<file path="config.mk">
export PLATFORM = sky130hd
export DESIGN_NAME = rv_fetch_top
export DESIGN_NICKNAME = d
export VERILOG_FILES = /design/src/hw/rv_fetch_pkg.sv /design/src/hw/rv_pred_if.sv /design/src/hw/rv_btb.sv /design/src/hw/rv_ras.sv /design/src/hw/rv_pc_sel.sv /design/src/hw/rv_pipe_reg.sv /design/src/hw/rv_stage_pc.sv /design/src/hw/rv_fetch_top.sv
export SDC_FILE = /design/constraint.sdc
export NUM_CORES = 1
export LEC_CHECK = 0
export BUFFER_PORTS_ARGS = -buffer_cell sky130_fd_sc_hd__buf_4
export CAP_MARGIN = 20
export CORE_MARGIN = 4
export CORE_UTILIZATION = 46
export CTS_CLUSTER_SIZE = 14
export DETAILED_ROUTE_END_ITERATION = 16
export GPL_TIMING_DRIVEN = 0
export SYNTH_ARGS = -nofsm -noshare
export SYNTH_HDL_FRONTEND = slang
export SYNTH_SLANG_ARGS = --single-unit
</file>
<file path="constraint.sdc">
create_clock -name clk -period 11.35 [get_ports clk]
set_input_delay 2.27 -clock clk [delete_from_list [all_inputs] [get_ports clk]]
set_output_delay 2.27 -clock clk [all_outputs]
set_load 0.1 [all_outputs]
</file>
<file path="src/hw/rv_fetch_pkg.sv">
package rv_fetch_pkg;

  // Address width and first fetch address
  localparam int XLEN = 32;
  localparam logic [XLEN-1:0] RESET_PC = 32'h0000_1000;

  // BTB geometry
  // Index from PC bits 5:2, tag is everything above the index
  localparam int BTB_IDX_W = 4;
  localparam int BTB_ENTRIES = 1 << BTB_IDX_W;
  localparam int BTB_TAG_W = XLEN - BTB_IDX_W - 2;

  // RAS geometry, depth must be a power of two for pointer wrap
  localparam int RAS_PTR_W = 3;
  localparam int RAS_DEPTH = 1 << RAS_PTR_W;

  // Next-PC source selector
  typedef enum logic [1:0] {
    PC_SEL_SEQUENTIAL = 2'b00,
    PC_SEL_PREDICTED  = 2'b01,
    PC_SEL_REDIRECT   = 2'b10
  } pc_sel_t;

  // Kind of control transfer held in a BTB entry
  typedef enum logic [1:0] {
    BTB_BRANCH = 2'b00,
    BTB_CALL   = 2'b01,
    BTB_RETURN = 2'b10
  } btb_kind_t;

  // PC pair registered toward IF
  typedef struct packed {
    logic [XLEN-1:0] pc;
    logic [XLEN-1:0] pc_next;
  } pc_pair_t;

  // Prediction metadata registered toward IF
  typedef struct packed {
    logic            btb_hit;
    logic            btb_taken;
    logic            btb_is_return;
    logic            ras_valid;
    logic [XLEN-1:0] btb_tgt;
    logic [XLEN-1:0] ras_tgt;
  } pred_meta_t;

endpackage

</file>
<file path="src/hw/rv_pred_if.sv">
`timescale 1ns/1ps

interface rv_pred_if
  import rv_fetch_pkg::*;
();

  // BTB lookup result for the current PC
  logic            btb_hit;
  logic            btb_taken;
  logic            btb_is_return;
  logic [XLEN-1:0] btb_tgt;
  // Hit on a CALL entry, only the selector needs it for the RAS push
  logic            btb_is_call;

  // Top of the return address stack
  logic            ras_valid;
  logic [XLEN-1:0] ras_tgt;

  // Predictors drive their own fields
  modport producer (
    output btb_hit, btb_taken, btb_is_return, btb_tgt, btb_is_call,
    output ras_valid, ras_tgt
  );

  // Selector and PC stage read the whole bundle
  modport consumer (
    input btb_hit, btb_taken, btb_is_return, btb_tgt, btb_is_call,
    input ras_valid, ras_tgt
  );

endinterface

</file>
<file path="src/hw/rv_btb.sv">
`timescale 1ns/1ps

module rv_btb
  import rv_fetch_pkg::*;
(
  input  logic            clk,
  input  logic            rst_n,

  // Lookup on the raw PC register
  input  logic [XLEN-1:0] lookup_pc_i,

  // Training writes from execute
  input  logic            upd_valid_i,
  input  logic [XLEN-1:0] upd_pc_i,
  input  logic [XLEN-1:0] upd_tgt_i,
  input  btb_kind_t       upd_kind_i,

  rv_pred_if.producer     pred
);

  // Entry storage
  // Only the valid bits carry reset
  logic [BTB_ENTRIES-1:0] valid_q;
  logic [BTB_TAG_W-1:0]   tag_q  [BTB_ENTRIES];
  logic [XLEN-1:0]        tgt_q  [BTB_ENTRIES];
  btb_kind_t              kind_q [BTB_ENTRIES];

  logic [BTB_IDX_W-1:0] lk_idx;
  logic [BTB_TAG_W-1:0] lk_tag;
  logic [BTB_IDX_W-1:0] upd_idx;
  logic [BTB_TAG_W-1:0] upd_tag;
  logic                 lk_hit;

  // Word-aligned index with the tag from the bits above it
  assign lk_idx  = lookup_pc_i[BTB_IDX_W+1:2];
  assign lk_tag  = lookup_pc_i[XLEN-1:BTB_IDX_W+2];
  assign upd_idx = upd_pc_i[BTB_IDX_W+1:2];
  assign upd_tag = upd_pc_i[XLEN-1:BTB_IDX_W+2];

  // Valid bits
  always_ff @(posedge clk) begin
    if (!rst_n) begin
      valid_q <= '0;
    end else if (upd_valid_i) begin
      valid_q[upd_idx] <= 1'b1;
    end
  end

  // Entry payload is written on update regardless of stalls
  always_ff @(posedge clk) begin
    if (upd_valid_i) begin
      tag_q[upd_idx]  <= upd_tag;
      tgt_q[upd_idx]  <= upd_tgt_i;
      kind_q[upd_idx] <= upd_kind_i;
    end
  end

  // Combinational lookup
  // A new entry is visible the cycle after its update edge
  assign lk_hit = valid_q[lk_idx] && (tag_q[lk_idx] == lk_tag);

  assign pred.btb_hit       = lk_hit;
  // Branches and calls in the BTB are always predicted taken
  assign pred.btb_taken     = lk_hit && (kind_q[lk_idx] != BTB_RETURN);
  assign pred.btb_is_call   = lk_hit && (kind_q[lk_idx] == BTB_CALL);
  assign pred.btb_is_return = lk_hit && (kind_q[lk_idx] == BTB_RETURN);
  assign pred.btb_tgt       = tgt_q[lk_idx];

  // A trained entry is seen by a lookup of the same PC on the next cycle
  a_upd_visible: assert property (
    @(posedge clk) disable iff (!rst_n)
    upd_valid_i |=> (lookup_pc_i != $past(upd_pc_i))
                    || (pred.btb_hit && (pred.btb_tgt == $past(upd_tgt_i)))
  );

endmodule

</file>
<file path="src/hw/rv_ras.sv">
`timescale 1ns/1ps

module rv_ras
  import rv_fetch_pkg::*;
(
  input  logic            clk,
  input  logic            rst_n,

  // Strobes from the selector, already qualified by advance
  input  logic            push_i,
  input  logic            pop_i,
  input  logic [XLEN-1:0] push_addr_i,

  rv_pred_if.producer     pred
);

  // Circular storage, no reset on the entries
  logic [XLEN-1:0] stack_q [RAS_DEPTH];

  // Top points at the most recent entry
  logic [RAS_PTR_W-1:0] top_q;
  // Count saturates at the depth
  logic [RAS_PTR_W:0]   count_q;
  logic [RAS_PTR_W-1:0] top_inc;
  logic                 empty;
  logic                 full;

  assign top_inc = top_q + 1'b1;
  assign empty   = (count_q == '0);
  assign full    = (count_q == (RAS_PTR_W + 1)'(RAS_DEPTH));

  // Pointer and count
  always_ff @(posedge clk) begin
    if (!rst_n) begin
      top_q   <= '0;
      count_q <= '0;
    end else if (push_i) begin
      top_q <= top_inc;
      // On overflow the oldest entry gets overwritten
      if (!full) begin
        count_q <= count_q + 1'b1;
      end
    end else if (pop_i && !empty) begin
      top_q   <= top_q - 1'b1;
      count_q <= count_q - 1'b1;
    end
  end

  // Entry write on push
  always_ff @(posedge clk) begin
    if (push_i) begin
      stack_q[top_inc] <= push_addr_i;
    end
  end

  assign pred.ras_valid = !empty;
  assign pred.ras_tgt   = stack_q[top_q];

  // Selector never asks for both in one cycle
  a_push_pop_excl: assert property (
    @(posedge clk) disable iff (!rst_n)
    !(push_i && pop_i)
  );

endmodule

</file>
<file path="src/hw/rv_pc_sel.sv">
`timescale 1ns/1ps

module rv_pc_sel
  import rv_fetch_pkg::*;
(
  // Current PC register value
  input  logic [XLEN-1:0] pc_i,

  // Stage advance and execute redirect
  input  logic            advance_i,
  input  logic            redirect_valid_i,
  input  logic [XLEN-1:0] redirect_tgt_i,

  rv_pred_if.consumer     pred,

  // Toward the PC stage
  output pc_sel_t         pc_sel_o,
  output logic [XLEN-1:0] pred_tgt_o,
  output logic [XLEN-1:0] redir_tgt_o,

  // Toward the RAS
  output logic            ras_push_o,
  output logic            ras_pop_o,
  output logic [XLEN-1:0] ras_push_addr_o
);

  logic ret_pred;
  logic btb_pred;
  logic accept;

  // Return predicted only with something on the stack
  // An empty stack leaves a RETURN hit sequential
  assign ret_pred = pred.btb_is_return && pred.ras_valid;
  assign btb_pred = pred.btb_taken;

  // Strobes only count on an accepted, non-redirected cycle
  assign accept = advance_i && !redirect_valid_i;

  // Priority: redirect, then return, then branch or call
  always_comb begin
    pc_sel_o   = PC_SEL_SEQUENTIAL;
    pred_tgt_o = pred.btb_tgt;
    if (redirect_valid_i) begin
      pc_sel_o = PC_SEL_REDIRECT;
    end else if (ret_pred) begin
      pc_sel_o   = PC_SEL_PREDICTED;
      pred_tgt_o = pred.ras_tgt;
    end else if (btb_pred) begin
      pc_sel_o = PC_SEL_PREDICTED;
    end
  end

  assign redir_tgt_o = redirect_tgt_i;

  // Call pushes its return address, return pops
  // CALL and RETURN kinds exclude each other, so no double strobe
  assign ras_push_o      = accept && pred.btb_is_call;
  assign ras_pop_o       = accept && ret_pred;
  assign ras_push_addr_o = pc_i + XLEN'(4);

endmodule

</file>
<file path="src/hw/rv_pipe_reg.sv">
`timescale 1ns/1ps

module rv_pipe_reg #(
  parameter type T = logic
) (
  input  logic clk,
  input  logic rst_n,

  // Load enable, low holds the current value
  input  logic advance_i,

  input  T     data_i,
  output T     data_o
);

  // Clears to all zeros regardless of payload type
  always_ff @(posedge clk) begin
    if (!rst_n) begin
      data_o <= '0;
    end else if (advance_i) begin
      data_o <= data_i;
    end
  end

endmodule

</file>
<file path="src/hw/rv_stage_pc.sv">
`timescale 1ns/1ps

module rv_stage_pc
  import rv_fetch_pkg::*;
(
  input  logic            clk,
  input  logic            rst_n,

  // From the selector
  input  pc_sel_t         pc_sel_i,
  input  logic [XLEN-1:0] redir_tgt_i,
  input  logic [XLEN-1:0] pred_tgt_i,

  // Prediction bundle seen at the current PC
  rv_pred_if.consumer     pred,

  input  logic            fetch_ready_i,

  // Raw PC register, drives the predictors
  output logic [XLEN-1:0] pc_o,

  // Registered toward IF
  output logic            fetch_valid_o,
  output logic [XLEN-1:0] pc_if_o,
  output logic [XLEN-1:0] pc_next_if_o,
  output logic            btb_hit_if_o,
  output logic            btb_taken_if_o,
  output logic [XLEN-1:0] btb_tgt_if_o,
  output logic            btb_is_return_if_o,
  output logic            ras_valid_if_o,
  output logic [XLEN-1:0] ras_tgt_if_o,
  output logic            redir_pending_o
);

  logic [XLEN-1:0] pc_q;
  logic [XLEN-1:0] pc_next;
  pc_pair_t        pair_d;
  pc_pair_t        pair_q;
  pred_meta_t      meta_d;
  pred_meta_t      meta_q;
  logic            redir_d;

  // Next-PC mux
  always_comb begin
    case (pc_sel_i)
      PC_SEL_REDIRECT:  pc_next = redir_tgt_i;
      PC_SEL_PREDICTED: pc_next = pred_tgt_i;
      default:          pc_next = pc_q + XLEN'(4);
    endcase
  end

  // PC register, moves only on accepted cycles
  always_ff @(posedge clk) begin
    if (!rst_n) begin
      pc_q <= RESET_PC;
    end else if (fetch_ready_i) begin
      pc_q <= pc_next;
    end
  end

  assign pc_o = pc_q;

  // Source stage, valid from the first cycle out of reset
  always_ff @(posedge clk) begin
    if (!rst_n) begin
      fetch_valid_o <= 1'b0;
    end else begin
      fetch_valid_o <= 1'b1;
    end
  end

  // Pack PC pair and metadata
  assign pair_d.pc      = pc_q;
  assign pair_d.pc_next = pc_next;

  assign meta_d.btb_hit       = pred.btb_hit;
  assign meta_d.btb_taken     = pred.btb_taken;
  assign meta_d.btb_is_return = pred.btb_is_return;
  assign meta_d.ras_valid     = pred.ras_valid;
  assign meta_d.btb_tgt       = pred.btb_tgt;
  assign meta_d.ras_tgt       = pred.ras_tgt;

  // All predictions are early, so only execute redirects flag a flush
  assign redir_d = (pc_sel_i == PC_SEL_REDIRECT);

  // PC-to-IF registers
  rv_pipe_reg #(.T(pc_pair_t)) u_pipe_pc (
    .clk      (clk),
    .rst_n    (rst_n),
    .advance_i(fetch_ready_i),
    .data_i   (pair_d),
    .data_o   (pair_q)
  );

  rv_pipe_reg #(.T(pred_meta_t)) u_pipe_meta (
    .clk      (clk),
    .rst_n    (rst_n),
    .advance_i(fetch_ready_i),
    .data_i   (meta_d),
    .data_o   (meta_q)
  );

  rv_pipe_reg #(.T(logic)) u_pipe_redir (
    .clk      (clk),
    .rst_n    (rst_n),
    .advance_i(fetch_ready_i),
    .data_i   (redir_d),
    .data_o   (redir_pending_o)
  );

  // Unpack toward IF
  assign pc_if_o            = pair_q.pc;
  assign pc_next_if_o       = pair_q.pc_next;
  assign btb_hit_if_o       = meta_q.btb_hit;
  assign btb_taken_if_o     = meta_q.btb_taken;
  assign btb_is_return_if_o = meta_q.btb_is_return;
  assign ras_valid_if_o     = meta_q.ras_valid;
  assign btb_tgt_if_o       = meta_q.btb_tgt;
  assign ras_tgt_if_o       = meta_q.ras_tgt;

  // IF side holds still while IF stalls
  a_stall_stable: assert property (
    @(posedge clk) disable iff (!rst_n)
    !fetch_ready_i |=> $stable(pc_if_o) && $stable(pc_next_if_o) && $stable(pc_o)
  );

endmodule

</file>
<file path="src/hw/rv_fetch_top.sv">
`timescale 1ns/1ps

module rv_fetch_top
  import rv_fetch_pkg::*;
(
  input  logic            clk,
  input  logic            rst_n,

  // IF back-pressure
  input  logic            fetch_ready_i,

  // Execute redirect, held until accepted
  input  logic            redirect_valid_i,
  input  logic [XLEN-1:0] redirect_tgt_i,

  // BTB training
  input  logic            upd_valid_i,
  input  logic [XLEN-1:0] upd_pc_i,
  input  logic [XLEN-1:0] upd_tgt_i,
  input  btb_kind_t       upd_kind_i,

  // Toward IF
  output logic            fetch_valid_o,
  output logic [XLEN-1:0] pc_if_o,
  output logic [XLEN-1:0] pc_next_if_o,
  output logic            btb_hit_if_o,
  output logic            btb_taken_if_o,
  output logic [XLEN-1:0] btb_tgt_if_o,
  output logic            btb_is_return_if_o,
  output logic            ras_valid_if_o,
  output logic [XLEN-1:0] ras_tgt_if_o,
  output logic            redir_pending_o
);

  logic [XLEN-1:0] pc;
  pc_sel_t         pc_sel;
  logic [XLEN-1:0] pred_tgt;
  logic [XLEN-1:0] redir_tgt;
  logic            ras_push;
  logic            ras_pop;
  logic [XLEN-1:0] ras_push_addr;

  // Prediction bundle shared by both predictors
  rv_pred_if u_pred ();

  rv_btb u_btb (
    .clk        (clk),
    .rst_n      (rst_n),
    .lookup_pc_i(pc),
    .upd_valid_i(upd_valid_i),
    .upd_pc_i   (upd_pc_i),
    .upd_tgt_i  (upd_tgt_i),
    .upd_kind_i (upd_kind_i),
    .pred       (u_pred.producer)
  );

  rv_ras u_ras (
    .clk        (clk),
    .rst_n      (rst_n),
    .push_i     (ras_push),
    .pop_i      (ras_pop),
    .push_addr_i(ras_push_addr),
    .pred       (u_pred.producer)
  );

  rv_pc_sel u_pc_sel (
    .pc_i            (pc),
    .advance_i       (fetch_ready_i),
    .redirect_valid_i(redirect_valid_i),
    .redirect_tgt_i  (redirect_tgt_i),
    .pred            (u_pred.consumer),
    .pc_sel_o        (pc_sel),
    .pred_tgt_o      (pred_tgt),
    .redir_tgt_o     (redir_tgt),
    .ras_push_o      (ras_push),
    .ras_pop_o       (ras_pop),
    .ras_push_addr_o (ras_push_addr)
  );

  rv_stage_pc u_stage_pc (
    .clk               (clk),
    .rst_n             (rst_n),
    .pc_sel_i          (pc_sel),
    .redir_tgt_i       (redir_tgt),
    .pred_tgt_i        (pred_tgt),
    .pred              (u_pred.consumer),
    .fetch_ready_i     (fetch_ready_i),
    .pc_o              (pc),
    .fetch_valid_o     (fetch_valid_o),
    .pc_if_o           (pc_if_o),
    .pc_next_if_o      (pc_next_if_o),
    .btb_hit_if_o      (btb_hit_if_o),
    .btb_taken_if_o    (btb_taken_if_o),
    .btb_tgt_if_o      (btb_tgt_if_o),
    .btb_is_return_if_o(btb_is_return_if_o),
    .ras_valid_if_o    (ras_valid_if_o),
    .ras_tgt_if_o      (ras_tgt_if_o),
    .redir_pending_o   (redir_pending_o)
  );

endmodule

</file>
* Yosys cells after proc, flatten, opt, wreduce, memory -nomap -nowiden
Memory sizes are Yosys's and may differ from the RTL's. A register that Yosys moved wholly into a read port is not among the register bits. Index checks and enable logic that the tools add are counted.
Storage, ports and cells: flip-flop bits (word level) 189, logic and storage cells 78, input bits 103, output and inout bits 134, memories 4, RAM bits 1216
Cells by class: $add $sub $neg 5, multiplexer cells 28, reductions and logical operators 15, eq/ne operators 8, bitwise gates (word level) 1, order comparisons 3
Memory list:
- u_btb.tgt_q | words 16, width 32, read ports 1, clocked after Yosys merged registers in 1, wr ports 1, line rv_btb.sv:25 | logic [XLEN-1:0] tgt_q [BTB_ENTRIES];
- u_btb.tag_q | words 16, width 26, read ports 1, clocked after Yosys merged registers in 1, wr ports 1, line rv_btb.sv:24 | logic [BTB_TAG_W-1:0] tag_q [BTB_ENTRIES];
- u_ras.stack_q | words 8, width 32, read ports 1, clocked after Yosys merged registers in 1, wr ports 1, line rv_ras.sv:18 | logic [XLEN-1:0] stack_q [RAS_DEPTH];
- u_btb.kind_q | words 16, width 2, read ports 1, clocked after Yosys merged registers in 1, wr ports 1, line rv_btb.sv:26 | btb_kind_t kind_q [BTB_ENTRIES];
Operators with widths (count):
- $mux W32 | 2
- $pmux W32 S2 | 1
- $mux W4 | 9
- $add A32 B3 Y32 const B | 1
- $eq A26 B26 Y1 | 1
- $or A16 B16 Y16 | 1
- $mux W3 | 4
- $logic_and A1 B1 Y1 | 10
- $lt A4 B5 Y1 const B | 2
- $mux W1 | 8
- $add A4 B1 Y4 const B | 1
- $bmux W1 S4 | 1
- $demux W1 S4 | 1
- $eq A2 B1 Y1 const B | 2
- $eq A2 B2 Y1 const B | 2
- $eq A4 B4 Y1 const B | 1
- $ge A4 B1 Y1 const B | 1
- $logic_not A4 Y1 | 1
- $mux W2 | 2
- $ne A2 B2 Y1 const B | 2
- $sub A4 B1 Y4 const B | 1
- $add A3 B1 Y3 const B | 1
- $sub A3 B1 Y3 const B | 1
- $logic_not A1 Y1 | 2
- other kinds (2) | 2

* Longest topological paths before layout
word-level depth 11, depth in mapped cells 21, gate-level depth less buffers 16

* Worst setup path before layout
No wires, ideal clock.
path type input to register, from in upd_pc_i[3], to mem u_btb.kind_q[0][0] (netlist name), enable pin, required time 10.795 ns, setup time 0.555 ns, arrival 6.915 ns, setup slack 3.880 ns, buffers on the path 0, cell stages on the path 2, cells stage by stage or3b_2 > nor3_1
RTL lines:
- from (decl) | line rv_fetch_top.sv:18 | input logic [XLEN-1:0] upd_pc_i,
- to (decl) | line rv_btb.sv:26
Straight into the memory's write port.

==> impl_results.md <==
* GRT overflow at 0
* Post-synthesis cell type count at 76
* Area of the multi-input gates at 13600 sq um
* Total core area at 117000 sq um
* CP Class: flip-flop to flip-flop
* Largest net degree at the start of global routing at 22
* Period utilization at 54.1%
* Status: complete, no violations
* Final setup margin at 5.21 ns
* Starting DRT DRC Count at 3736
* Dpl cells at 4738
* CP arrival at 6.60 ns
* Layout area overhead at 19.0%
* First-pass DRT Iterations at 6
* Non-Filler Instances at 5018
* EDFF count, synth at 1216
* Syn_area_per_cell at 18.9 sq um
* Post-DP HPWL at 116000 microns
* DRC at 0
* Critical path launch point type: flip-flop
* Final wirelength at 164000 microns
* Slew HR at 20.2%
* Most frequent cell after synthesis: edfxtp_1
* Maximum clock path buffer count at 3
* Final std cell area, no fill at 64700 sq um
* CTS root buffer: clkbuf_16
* Initial antenna violation count at 12
* # clock sinks at 1381
* Clk pin slew, worst setup/hold paths at 0.06 ns
* Clock Latency Late Sink at 0.75 ns
* Pre-CTS setup slack at 5.22 ns
* Final nets at 3473
* Leading area contributor after synthesis: edfxtp_1
* CP max FO at 10
* Slew @ Worst Pin at 1.20 ns
* Post-CTS setup repair buffer count at 0
* Async SR Flop Fraction at 0%
* Die X at 352 microns
* Synth top cells by count: edfxtp_1, mux4_2, nor2_1, dfxtp_1, mux2i_1
* CTS tree: done
* CTS buffer count at 145
* Final hold violation count at 0
* Tot Pwr at 0.0115 W
* R2R cell count at 14
* DR vias/cell at 6.08
* Hold Path Origin: u_btb.valid_q[11]
* Max Fclk at 0.163 GHz
* Sequential Area at 39800 sq um
* Layout cells sized above 1 at 30.0%
* First-pass GRT wire length at 229000 microns
* Top cell type's share of synthesized area at 67.2%
* Power Density at 178 nW/um^2
* Final setup fails at 0
* Port bufs at 233
* Worst Hold Class: flip-flop to flip-flop
* Final ANT Viol Nets at 0
* Ports at 237
* Filler cells at 8982
* Sequential area share after synthesis at 73.2%
* Capture point of the worst reg-to-reg path: u_ras.stack_q[7][28]
* Post-synth top flop: edfxtp_1
* Die ar. at 124000 sq um
* Number of synthesized register bits at 1381
* CTS resizes at 0
* Hold EP: u_btb.valid_q[11]
* RSZ-0062 raised after global routing: false
* Max Slew Vio Count at 0
* Leakage at 21.3 nW
* Min Tclk post-route at 6.14 ns
* Via count at 30493
* Syn Inst Count at 2871
* Initial Util at 46.5%
* Final core utilization at 55.4%
* Routed length per instance at 32.6 microns
* Synth Cell Area at 54400 sq um
* Area of placed instances at 59800 sq um
* CP endpoint kind: flip-flop
* Final setup skew at 0.0260 ns
* Vias in the first global route at 30613
* Row count at 125
* Number of synthesis warnings at 0
* Hold buffer count at cts at 0
* H-tree Lvls at 4
* Worst Hold Depth at 2
* Synth top area cells: edfxtp_1, mux4_2, dfxtp_1, mux2i_1, nor2_1
* Worst vdd ir at 0.149 mV
* Die Y at 352 microns
* R2r setup slk at 5.21 ns
* Max-Cap Viols at 0
* WP data required at 11.81 ns
* All-Layer GR Usage at 26.5%
* Net Count, Synth at 2980
* Placer Congestion at 0.930
placed cells by master (no fill, tap or decap), types with 12 or more instances in the layout:
master,instances
a211oi_1,38
a21oi_1,19
a31o_2,15
a31oi_1,14
and2_1,12
buf_1,31
buf_12,30
buf_2,39
buf_4,289
buf_6,59
bufinv_16,14
clkbuf_1,109
clkbuf_16,153
clkinv_1,32
clkinv_2,24
dfxtp_1,165
edfxtp_1,1216
inv_1,23
mux2_2,20
mux2i_1,165
mux4_2,315
nand2_1,87
nand2b_1,16
nand3_1,35
nor2_1,196
nor2_4,15
nor2b_1,21
nor3_1,19
o211ai_1,13
o21ai_0,43
o31ai_1,17
xnor2_1,44
xor2_1,22
cell type report:
type                    count  area share (%)
diodes                     10          0.0387
flip-flops and latches   1381            61.5
plain buffers             207            1.61
clock inverters            86            1.33
clock buffers             181            6.16
multi-input cells        1257            21.0
inverters                  26           0.151
repair buffers            346            5.28
well taps                1524            2.95
worst max-delay path: stages, from the launching register on:
cell and delay, ns:
dfxtp_1 0.49, clkbuf_1 0.71, buf_2 0.49, buf_1 0.51
buf_2 0.45, o2111ai_1 0.29, nor4_4 0.70, nand4_4 0.30
nor2_1 0.23, nand2_1 0.24, nor3_2 0.63, buf_6 0.23
buf_6 0.19, buf_6 0.18, buf_6 0.15
sequential cells by signal (all words and copies together) (netlist names), named ones only:
| name | cells |
|---|---|
| u_stage_pc.u_pipe_pc.data_o | 34 |
| u_stage_pc.u_pipe_meta.data_o | 68 |
| u_btb.kind_q | 32 |
| u_btb.tgt_q | 512 |
| u_stage_pc.fetch_valid_o | 1 |
| u_ras.stack_q | 256 |
| u_btb.valid_q | 16 |
| u_ras.top_q | 3 |
| u_stage_pc.u_pipe_redir.data_o | 1 |
| u_stage_pc.pc_o | 29 |
| u_ras.count_q | 4 |
| u_btb.tag_q | 416 |
report_power, final:
group | switching [W] | internal, W | leakage [nW] | total [W]
clock network | 0.00197 | 0.00282 | 2.37 | 0.00479
registers | 0.0000630 | 0.00563 | 12.4 | 0.00569
logic | 0.000726 | 0.000335 | 6.61 | 0.00106
kinds of logic (layout without fill, tap and decap cells):
kind of cell	after synthesis	count (layout)	synth area share (%)
xor+xnor	66	66	1.06
fa+ha+maj	6	6	0.152
flops	1381	1381	73.2
simple gates	457	457	3.94
mux	500	500	16.5
buf+inv	233	846	2.09
other cells	0	10	0
compound gates	228	228	3.01
metrics by stage:
| step | hold slack [ns] | TNS [ns] |
|---|---|---|
| after global placement | 0.445 | -673.24 |
| after floorplan | 0.435 | 0 |
| after detailed placement | 0.459 | 0 |
| after global routing | 0.507 | 0 |
| after CTS | 0.472 | 0 |
| final | 0.473 | 0 |
routing by layer:
metal	vias up	routed length [microns]	GRT usage [%]
met5	-	43	0
met4	8	5540	9.30
met3	293	14000	5.60
met2	1513	77000	41.6
met1	16147	66900	37.1
li1	12532	-	-
worst max path at each step:
stage	end	from	depth (start not counted)
finish	u_ras.stack_q[7][28]	flip-flop	14
global route	u_ras.stack_q[7][28]	flip-flop	15
CTS	u_ras.stack_q[5][28]	flip-flop	14
detailed placement	u_ras.stack_q[5][29]	flip-flop	14
global placement	u_btb.tgt_q[0][23]	upd_pc_i[3]	3
floorplan	u_btb.kind_q[0][0]	upd_pc_i[3]	2
No activity file was read; power rests on OpenSTA's default activity.
